--- config.mk ---
export PLATFORM = sky130hd
export DESIGN_NAME = dagTop
export DESIGN_NICKNAME = d
export VERILOG_FILES = /design/src/verilog/dagPkg.sv /design/src/verilog/dagBus.sv /design/src/verilog/chanSequencer.sv /design/src/verilog/dagRegs.sv /design/src/verilog/dagTop.sv /design/src/verilog/moduloUpdate.sv
export SDC_FILE = /design/constraint.sdc
export NUM_CORES = 1
export LEC_CHECK = 0
export BUFFER_PORTS_ARGS = -buffer_cell sky130_fd_sc_hd__buf_2
export CAP_MARGIN = 20
export CORE_ASPECT_RATIO = 1.25
export CORE_MARGIN = 5
export CORE_UTILIZATION = 50
export CTS_CLUSTER_DIAMETER = 100
export CTS_CLUSTER_SIZE = 8
export DETAILED_ROUTE_END_ITERATION = 12
export PLACE_DENSITY = 0.67
export SLEW_MARGIN = 15
export SYNTH_ARGS = -nofsm -noshare
export SYNTH_HDL_FRONTEND = slang
export SYNTH_HIERARCHICAL = 1
export SYNTH_SLANG_ARGS = --single-unit
--- constraint.sdc ---
create_clock -name DSPCLK -period 14.2 [get_ports DSPCLK]
set_input_delay 0.71 -clock DSPCLK [delete_from_list [all_inputs] [get_ports DSPCLK]]
set_output_delay 0.71 -clock DSPCLK [all_outputs]
set_load 0.02 [all_outputs]
--- src/verilog/dagPkg.sv ---
`default_nettype none

package dagPkg;

  // Width of I, M, L and of every returned address.
  parameter int addrWidth = 14;

  // Autobuffer channels, one register set each.
  parameter int numChan = 4;

  // Channel order is also the grant priority, highest first.
  typedef enum logic [1:0]
  {
    chanT0 = 2'd0,                // Transmit 0.
    chanT1 = 2'd1,                // Transmit 1.
    chanR0 = 2'd2,                // Receive 0.
    chanR1 = 2'd3                 // Receive 1.
  } chanE;

  // Offsets inside one 16-byte register set on APB.
  typedef enum logic [3:0]
  {
    regI = 4'd0,                  // Index.
    regM = 4'd4,                  // Modifier.
    regL = 4'd8                   // Length.
  } regE;

  // Sequencer states.
  typedef enum logic
  {
    seqIdle  = 1'b0,              // No update pending.
    seqIssue = 1'b1               // Granted set is being updated.
  } seqStateE;

endpackage

`default_nettype wire

--- src/verilog/dagBus.sv ---
`default_nettype none

interface dagBus
  import dagPkg::*;
#(
  parameter int addrWidth = dagPkg::addrWidth
)
();

  chanE                 setSel;     // Register set under update.
  logic [addrWidth-1:0] curI;       // Current index of that set.
  logic [addrWidth-1:0] curM;       // Its modifier.
  logic [addrWidth-1:0] curL;       // Its length.
  logic [addrWidth-1:0] newI;       // Updated index.
  logic                 updateWe;   // Write newI back at the next edge.

  modport regs (input setSel, updateWe, newI, output curI, curM, curL);

  modport seq (output setSel, updateWe, input curI);

  modport alu (input curI, curM, curL, output newI);

endinterface

`default_nettype wire

--- src/verilog/chanSequencer.sv ---
`default_nettype none

module chanSequencer
  import dagPkg::*;
#(
  parameter int addrWidth = dagPkg::addrWidth
)
(
  input  logic                 DSPCLK,
  input  logic                 reset,
  input  logic [numChan-1:0]   chanReq,
  output logic [numChan-1:0]   chanAck,
  output logic [numChan-1:0]   chanWrap,
  output logic [addrWidth-1:0] chanAddr,
  input  logic                 wrap,
  dagBus.seq                   bus
);

  seqStateE           state;
  chanE               winner;
  logic [numChan-1:0] issueOh;    // Channel retiring at the next edge.
  logic [numChan-1:0] pending;    // Requests eligible for a grant.

  assign issueOh = (state == seqIssue) ? ({{(numChan-1){1'b0}}, 1'b1} << bus.setSel) : '0;

  // Hide the channel being acknowledged and the one whose ack is showing.
  assign pending = chanReq & ~(issueOh | chanAck);

  // Fixed priority, lowest index wins.
  always_comb
  begin
    winner = chanT0;
    for (int c = numChan - 1; c >= 0; c--)
    begin
      if (pending[c])
        winner = chanE'(c);
    end
  end

  assign bus.updateWe = (state == seqIssue);

  always_ff @(posedge DSPCLK)
  begin
    if (reset)
    begin
      state      <= seqIdle;
      bus.setSel <= chanT0;
      chanAck    <= '0;
      chanWrap   <= '0;
      chanAddr   <= '0;
    end
    else
    begin
      chanAck  <= issueOh;                     // One-cycle pulse.
      chanWrap <= wrap ? issueOh : '0;
      if (state == seqIssue)
        chanAddr <= bus.curI;                  // Old I, before write-back.
      if (|pending)
      begin
        state      <= seqIssue;
        bus.setSel <= winner;
      end
      else
        state <= seqIdle;
    end
  end

  ackOneHot: assert property (@(posedge DSPCLK) disable iff (reset) $onehot0(chanAck))
    else $error("chanSequencer: more than one chanAck bit set.");

  wrapWithAck: assert property (@(posedge DSPCLK) disable iff (reset)
    (chanWrap & ~chanAck) == '0)
    else $error("chanSequencer: chanWrap without chanAck.");

endmodule

`default_nettype wire

--- src/verilog/dagRegs.sv ---
`default_nettype none

module dagRegs
  import dagPkg::*;
#(
  parameter int addrWidth = dagPkg::addrWidth
)
(
  input  logic                 DSPCLK,
  input  logic                 reset,
  input  logic                 psel,
  input  logic                 penable,
  input  logic                 pwrite,
  input  logic [5:0]           paddr,
  input  logic [addrWidth-1:0] pwdata,
  output logic [addrWidth-1:0] prdata,
  output logic                 pready,
  output logic                 pslverr,
  dagBus.regs                  bus
);

  logic [addrWidth-1:0] iReg [numChan];
  logic [addrWidth-1:0] mReg [numChan];
  logic [addrWidth-1:0] lReg [numChan];

  logic [1:0] apbSet;             // Set number from the address.
  logic       offValid;           // Offset is one of regE.
  logic       apbWrite;

  assign apbSet   = paddr[5:4];
  assign apbWrite = psel && penable && pwrite && offValid;

  // Read side.
  always_comb
  begin
    offValid = 1'b1;
    prdata   = '0;
    case (paddr[3:0])
      regI:    prdata = iReg[apbSet];
      regM:    prdata = mReg[apbSet];
      regL:    prdata = lReg[apbSet];
      default: offValid = 1'b0;   // Hole in the register map.
    endcase
  end

  assign pready  = 1'b1;          // Zero wait states.
  assign pslverr = psel && !offValid;

  // Set under update, as seen by the sequencer and the update unit.
  assign bus.curI = iReg[bus.setSel];
  assign bus.curM = mReg[bus.setSel];
  assign bus.curL = lReg[bus.setSel];

  always_ff @(posedge DSPCLK)
  begin
    if (reset)
    begin
      for (int s = 0; s < numChan; s++)
      begin
        iReg[s] <= '0;
        mReg[s] <= '0;
        lReg[s] <= '0;
      end
    end
    else
    begin
      if (bus.updateWe)
        iReg[bus.setSel] <= bus.newI;     // Write-back from the sequencer.
      // APB comes last so it wins a collision on the same I.
      if (apbWrite)
      begin
        case (paddr[3:0])
          regI:    iReg[apbSet] <= pwdata;
          regM:    mReg[apbSet] <= pwdata;
          regL:    lReg[apbSet] <= pwdata;
          default: ;
        endcase
      end
    end
  end

  // Strobe must stay quiet once reset has been seen on two edges.
  regChecks: assert property (@(posedge DSPCLK)
    pready && !(reset && $past(reset) && bus.updateWe))
    else $error("dagRegs: pready low or write-back during reset.");

endmodule

`default_nettype wire

--- src/verilog/dagTop.sv ---
`default_nettype none

module dagTop
  import dagPkg::*;
#(
  parameter int addrWidth = dagPkg::addrWidth
)
(
  input  logic                 DSPCLK,
  input  logic                 reset,
  input  logic                 psel,
  input  logic                 penable,
  input  logic                 pwrite,
  input  logic [5:0]           paddr,
  input  logic [addrWidth-1:0] pwdata,
  output logic [addrWidth-1:0] prdata,
  output logic                 pready,
  output logic                 pslverr,
  input  logic [numChan-1:0]   chanReq,
  output logic [numChan-1:0]   chanAck,
  output logic [numChan-1:0]   chanWrap,
  output logic [addrWidth-1:0] chanAddr
);

  logic wrap;                     // From the update unit to the sequencer.

  dagBus #(.addrWidth(addrWidth)) bus ();

  dagRegs #(.addrWidth(addrWidth)) uRegs
  (
    .DSPCLK  (DSPCLK),
    .reset   (reset),
    .psel    (psel),
    .penable (penable),
    .pwrite  (pwrite),
    .paddr   (paddr),
    .pwdata  (pwdata),
    .prdata  (prdata),
    .pready  (pready),
    .pslverr (pslverr),
    .bus     (bus.regs)
  );

  moduloUpdate #(.addrWidth(addrWidth)) uUpdate
  (
    .bus  (bus.alu),
    .wrap (wrap)
  );

  chanSequencer #(.addrWidth(addrWidth)) uSeq
  (
    .DSPCLK   (DSPCLK),
    .reset    (reset),
    .chanReq  (chanReq),
    .chanAck  (chanAck),
    .chanWrap (chanWrap),
    .chanAddr (chanAddr),
    .wrap     (wrap),
    .bus      (bus.seq)
  );

endmodule

`default_nettype wire

--- src/verilog/moduloUpdate.sv ---
`default_nettype none

module moduloUpdate
#(
  parameter int addrWidth = dagPkg::addrWidth
)
(
  dagBus.alu   bus,
  output logic wrap
);

  logic                        linear;       // L of zero, plain I plus M.
  logic [addrWidth-1:0]        lenMinus1;
  logic [addrWidth-1:0]        bufMask;      // 2^K - 1.
  logic [addrWidth-1:0]        bufBase;
  logic [addrWidth-1:0]        bufOffset;
  logic signed [addrWidth+1:0] lenExt;
  logic signed [addrWidth+1:0] modExt;       // M, sign extended.
  logic signed [addrWidth+1:0] offsetSum;
  logic signed [addrWidth+1:0] offsetFix;
  logic                        underflow;
  logic                        overflow;

  assign linear    = (bus.curL == '0);
  assign lenMinus1 = bus.curL - 1'b1;

  // Smear L-1 downward to get the mask of the next power of two.
  always_comb
  begin
    bufMask = '0;
    for (int b = 0; b < addrWidth; b++)
      bufMask[b] = |(lenMinus1 >> b);
  end

  assign bufBase   = bus.curI & ~bufMask;
  assign bufOffset = bus.curI & bufMask;

  assign lenExt    = signed'({2'b00, bus.curL});
  assign modExt    = signed'({{2{bus.curM[addrWidth-1]}}, bus.curM});
  assign offsetSum = signed'({2'b00, bufOffset}) + modExt;

  // Stepped below the buffer start.
  assign underflow = (offsetSum < 0);
  // Reached or passed the buffer end.
  assign overflow  = !underflow && (offsetSum >= lenExt);

  // One correction by L, either way.
  always_comb
  begin
    if (underflow)
      offsetFix = offsetSum + lenExt;
    else if (overflow)
      offsetFix = offsetSum - lenExt;
    else
      offsetFix = offsetSum;
  end

  assign bus.newI = linear ? bus.curI + bus.curM
                           : bufBase + offsetFix[addrWidth-1:0];

  assign wrap = !linear && (underflow || overflow);   // No wrap in linear mode.

endmodule

`default_nettype wire
# Word level (Yosys, flattened, before mapping)
# Memory sizes are Yosys's and may differ from the RTL's. A register that Yosys moved wholly into a read port is not among the register bits.
# Cells that the tools add are included.
# classes
addsub	6
order_cmp	2
eq_ne	2
shifts	1
muxes	46
bitwise	7
n_reduce_logical	32
# op_table
operator	count
two-way mux 14 bit	7
OR reduction 14 bit	5
adder 14 bit	3
one-hot mux 14 bit (3 select lines)	1
AND 14 bit	2
two-way mux 2 bit	14
two-way mux 1 bit	23
adder 15 x 14 -> 16 bit	1
>= comparator 16 x 15 -> 1 bit	1
less-than comparator 16 x 1 -> 1 bit, second input constant	1
logical NOT 14 bit	1
NOT 14 bit	1
subtractor 14 x 1 -> 14 bit, second input constant	1
subtractor 14 bit	1
OR reduction 13 bit	1
OR reduction 12 bit	1
OR reduction 11 bit	1
OR reduction 10 bit	1
OR reduction 9 bit	1
OR reduction 4 bit	2
OR reduction 8 bit	1
OR reduction 7 bit	1
logical AND 1 bit	6
OR reduction 3 bit	2
other kinds (14)	17
# totals
reg_bits	25
mem_bits_rw	168
input_bits	29
output_inout_bits	38
word_cells	104
mem_count	3
# memory_table
memory	depth	word_bits	read_ports	rd_clocked_by_memory_dff	wr	line_no	rtl
uRegs.iReg	4	14	2	1	4	dagRegs.sv:22	logic [addrWidth-1:0] iReg [numChan];
uRegs.lReg	4	14	2	1	4	dagRegs.sv:24	logic [addrWidth-1:0] lReg [numChan];
uRegs.mReg	4	14	2	1	4	dagRegs.sv:23	logic [addrWidth-1:0] mReg [numChan];

# Depth between registers and ports, before layout
# logic_depth
depth_word	12
mapped_depth	45
ltp_nobuf	41

# By module
# The synthesis kept the hierarchy.
# modules_own_cells
module	n_inst	cells_each	area_per_inst_um2	seq_area_each_um2
dagRegs	1	633	9232.6	5044.8
moduloUpdate	1	553	3980.1	0.0
chanSequencer	1	86	905.9	500.5

# Least setup slack after synthesis
# Ideal clock, no wire load.
# synth_path
kind	flip-flop to flip-flop
from	register uSeq.bus.setSel[0]
to	memory uRegs.iReg[3][13] (data pin)
setup_time_ns	0.273
arrival_time_ns	9.367
required_ns	13.927
slack_ns	4.559
stages_incl_launch_ff	45
n_path_buf	4
period_less_slack_ns	9.641
cell_sequence	dfxtp_1 -> clkbuf_1 -> buf_2 -> mux4_2 -> inv_1 -> ha_1 -> clkbuf_1 -> nand4_1 -> nor4_1 -> xnor2_1 -> and3_2 -> and3_4 -> o21ai_2 -> nor3_4 -> a21boi_1 -> ha_1 -> fa_1 -> a211oi_1 -> (+9 left out) -> o311a_4 -> nor3_2 -> o22a_1 -> buf_2 -> o221ai_1 -> a2bb2oi_1 -> ha_1 -> o21ai_0 -> o21ai_1 -> o311a_1 -> o41ai_1 -> o2111ai_1 -> a21oi_1 -> xnor2_1 -> xnor2_1 -> mux2i_1 -> nand2_1 -> mux2i_1
# synth_rtl
item	line_no	rtl
start: declaration	dagBus.sv:19	modport seq (output setSel, updateWe, input curI);
start signal: assignment	chanSequencer.sv:47	bus.setSel <= chanT0;
start signal: assignment	chanSequencer.sv:61	bus.setSel <= winner;
end: declaration	dagRegs.sv:22	

==> results_dict.tcl <==
set metrics [dict create \
    ys_warn_count 6 \
    final_cell_area_sq_um 15300 \
    htreeDepth 4 \
    die_area_sq_um 31700 \
    clk_latency_ns 0.43 \
    max-slew-margin-rel 0.322 \
    synth_mux_area_frac 0.186 \
    max_freq_mhz 87.8 \
    start_kind "flop" \
    finalPower_uw 2640 \
    first_iter_violations 1140 \
    synth-xor-area-share 0.0279 \
    cts_tree "built" \
    core-area_sq_um 27700 \
    drv_slew 0 \
    syn_to_final_growth_pct 8.72 \
    cts.clk_slew.worst_paths_ns 0.06 \
    ctsResizeCount 0 \
    netlist_area_sq_um 14100 \
    synthCells 1272 \
    path_max_fanout 35 \
    wirelength_microns 43600 \
    multi_input_area_sq_um 8000 \
    yosysMostFrequentCell "edfxtp_1" \
    drc 0 \
    worst_ep_arrival_time_ns 11.65 \
    synth_area_leaders "edfxtp_1 36%, mux4_2 13%, ha_1 6.2%" \
    hold_violations 0 \
    vdd_drop_max_mv 0.0834 \
    grt_max_degree 58 \
    drive_above_1_share 0.195 \
    grt_pass1_wl_microns 65900 \
    yosys.area_share.adder 0.0691 \
    fill_cells 2417 \
    via_per_inst 6.68 \
    dieHeight_microns 198 \
    numCtsBuffers 17 \
    synth_top_area_share 0.357 \
    yosysTopAreaCell "edfxtp_1" \
    nets 1409 \
    yosys.area_share.simple 0.163 \
    worstMarginPinSlew_ns 1.01 \
    min_path_type "flop to flop" \
    cpMostUsedCell "xnor2_1" \
    track_usage 0.272 \
    globalplace.congestion 0.982 \
    cts_buffer_depth 2 \
    slowest_delay_ns 0.65 \
    first_global_vias 11100 \
    ys_top_cells_by_count "168 x edfxtp_1, 116 x nand2_1, 84 x mux4_2, 74 x mux2i_1, 70 x ha_1" \
    rsz0062_at_grt "false" \
    first_pass_iters 7 \
    clock_skew_ns 0.00968 \
    layout_min_cycle_time_ns 11.39 \
    leakagePower_uw 0.00571 \
    dieWidth_microns 160 \
    initial_core_util 0.509 \
    tns_ns 0 \
    slowest_stage "dfxtp_4" \
    antenna_found_initial 0 \
    setup_violations 0 \
    vias 11100 \
    syn-num-nets 1376 \
    cts-root-buf "clkbuf_16" \
    endpoint_kind "flop" \
    dpl-instance-area_sq_um 14800 \
    yosys_register_bits 193 \
    period_share 0.802 \
    synth.distinct_cells 87 \
    ant_nets 0 \
    p_per_area_nw_per_um2 172 \
    antenna_cells 0 \
    wl_per_cell_microns 26.2 \
    io_pins 67 \
    clock-sinks 193 \
    seq_area_sq_um 5550 \
    grt-ovfl-total 0 \
    max-cap-violations 0 \
    synth-compound-area-share 0.115 \
    synth_seq_area_share 0.393 \
    portBuffers 65 \
    status "complete, no violations" \
    synth_top_family_by_area "multiplexers" \
    cts_setup_buffers 0 \
    hpwl_microns 32000 \
    synth.avg_cell_area_sq_um 11.1 \
    criticalPathCategory "flop to flop" \
    synth_edf_count 168 \
    ys.flop_type "edfxtp_1" \
    synth-async-reset-ratio 0 \
    cp.required_ns 14.47 \
    num_rows 68 \
    cts_hold_buffers 0 \
]
==> placed cells by master, fill, tap and decap left out, types with 16 or more instances in the layout <==
cell type	count
inv_1	49
o21ai_0	23
a22oi_1	16
nor4_1	62
clkbuf_16	17
buf_4	34
nor2_1	60
xnor2_1	35
nand2_1	116
mux4_2	84
and2_1	39
nor3_1	42
edfxtp_1	168
dfxtp_1	23
nand3_1	16
buf_2	64
a21oi_1	44
mux2i_1	74
ha_1	70
nor2b_1	16
==> metal layers <==
| metal | up-vias | wire length (microns) | track usage |
|---|---|---|---|
| met5 | - | 0 | 0 |
| met3 | 98 | 2860 | 0.0360 |
| met1 | 5526 | 16300 | 0.332 |
| li1 | 4991 | - | - |
| met2 | 519 | 22000 | 0.472 |
| met4 | 0 | 2430 | 0.147 |
==> logic make-up (layout without fill, tap and decap cells) <==
kind of cell             Yosys count  in the layout
flip-flops                       193            193
XOR/XNOR                          45             45
AO/OA/AOI/OAI                    223            223
multiplexers                     158            158
other                              1              1
adder cells (fa/ha/maj)           75             75
buffers and inverters            148            192
AND/OR/NAND/NOR                  429            429
==> power breakdown <==
part / switching [uW] / internal (uW) / total, uW
Clock: 212 / 241 / 453
Sequential: 30.3 / 674 / 705
Combinational: 922 / 564 / 1490
==> final timing paths <==
path | start | to | depth (start not counted) | slack (ns)
worst max register to register | uSeq/bus.setSel[0]$_SDFFE_PP0P_ | uRegs/iReg[3][13]$_DFFE_PP_ | 40 | 2.81
worst min-delay path | uSeq/chanAddr[4]$_SDFFE_PP0P_ | uSeq/chanAddr[4]$_SDFFE_PP0P_ | 2 | 0.50
worst min register to register | uSeq/chanAddr[4]$_SDFFE_PP0P_ | uSeq/chanAddr[4]$_SDFFE_PP0P_ | 2 | 0.50
worst max-delay path | uSeq/bus.setSel[0]$_SDFFE_PP0P_ | uRegs/iReg[3][13]$_DFFE_PP_ | 40 | 2.81
==> cell type report <==
cell class / count / area share
flip-flops and latches: 193 / 0.362
clock inverters: 12 / 0.00734
well taps: 350 / 0.0285
clock buffers: 18 / 0.0280
repair buffers: 98 / 0.0375
inverters: 64 / 0.0157
multi-input cells: 931 / 0.521
==> sequential cells by signal, indices dropped and copies added (netlist names) <==
signal	cells
uRegs/iReg	56
uSeq/chanAddr	14
uSeq/bus.updateWe	1
uRegs/lReg	56
uRegs/mReg	56
uSeq/chanAck	4
uSeq/chanWrap	4
uSeq/bus.setSel	2
==> through the flow <==
stage / hold slack, ns / std cells / util / worst slack [ns]
4_1_cts: 0.498 / 1666 / 0.553 / 2.96
6_report: 0.496 / 1666 / 0.553 / 2.81
3_5_place_dp: 0.480 / 1636 / 0.534 / 3.03
3_3_place_gp: 0.471 / 1636 / 0.534 / 3.29
2_1_floorplan: 0.538 / 1272 / - / 4.56
5_1_grt: 0.519 / 1666 / 0.553 / 2.21
==> worst max-delay path, delay by kind of cell, from the launching register on <==
kind                     cells  cell delay [ns]
AO/OA/AOI/OAI               15             4.29
AND/OR/NAND/NOR             11             2.25
adder cells (fa/ha/maj)      4             1.34
multiplexers                 3             1.15
buffers and inverters        3             0.82
XOR/XNOR                     4             0.69
flip-flops                   1             0.65
Note: power is estimated with default switching activity, not from simulation.
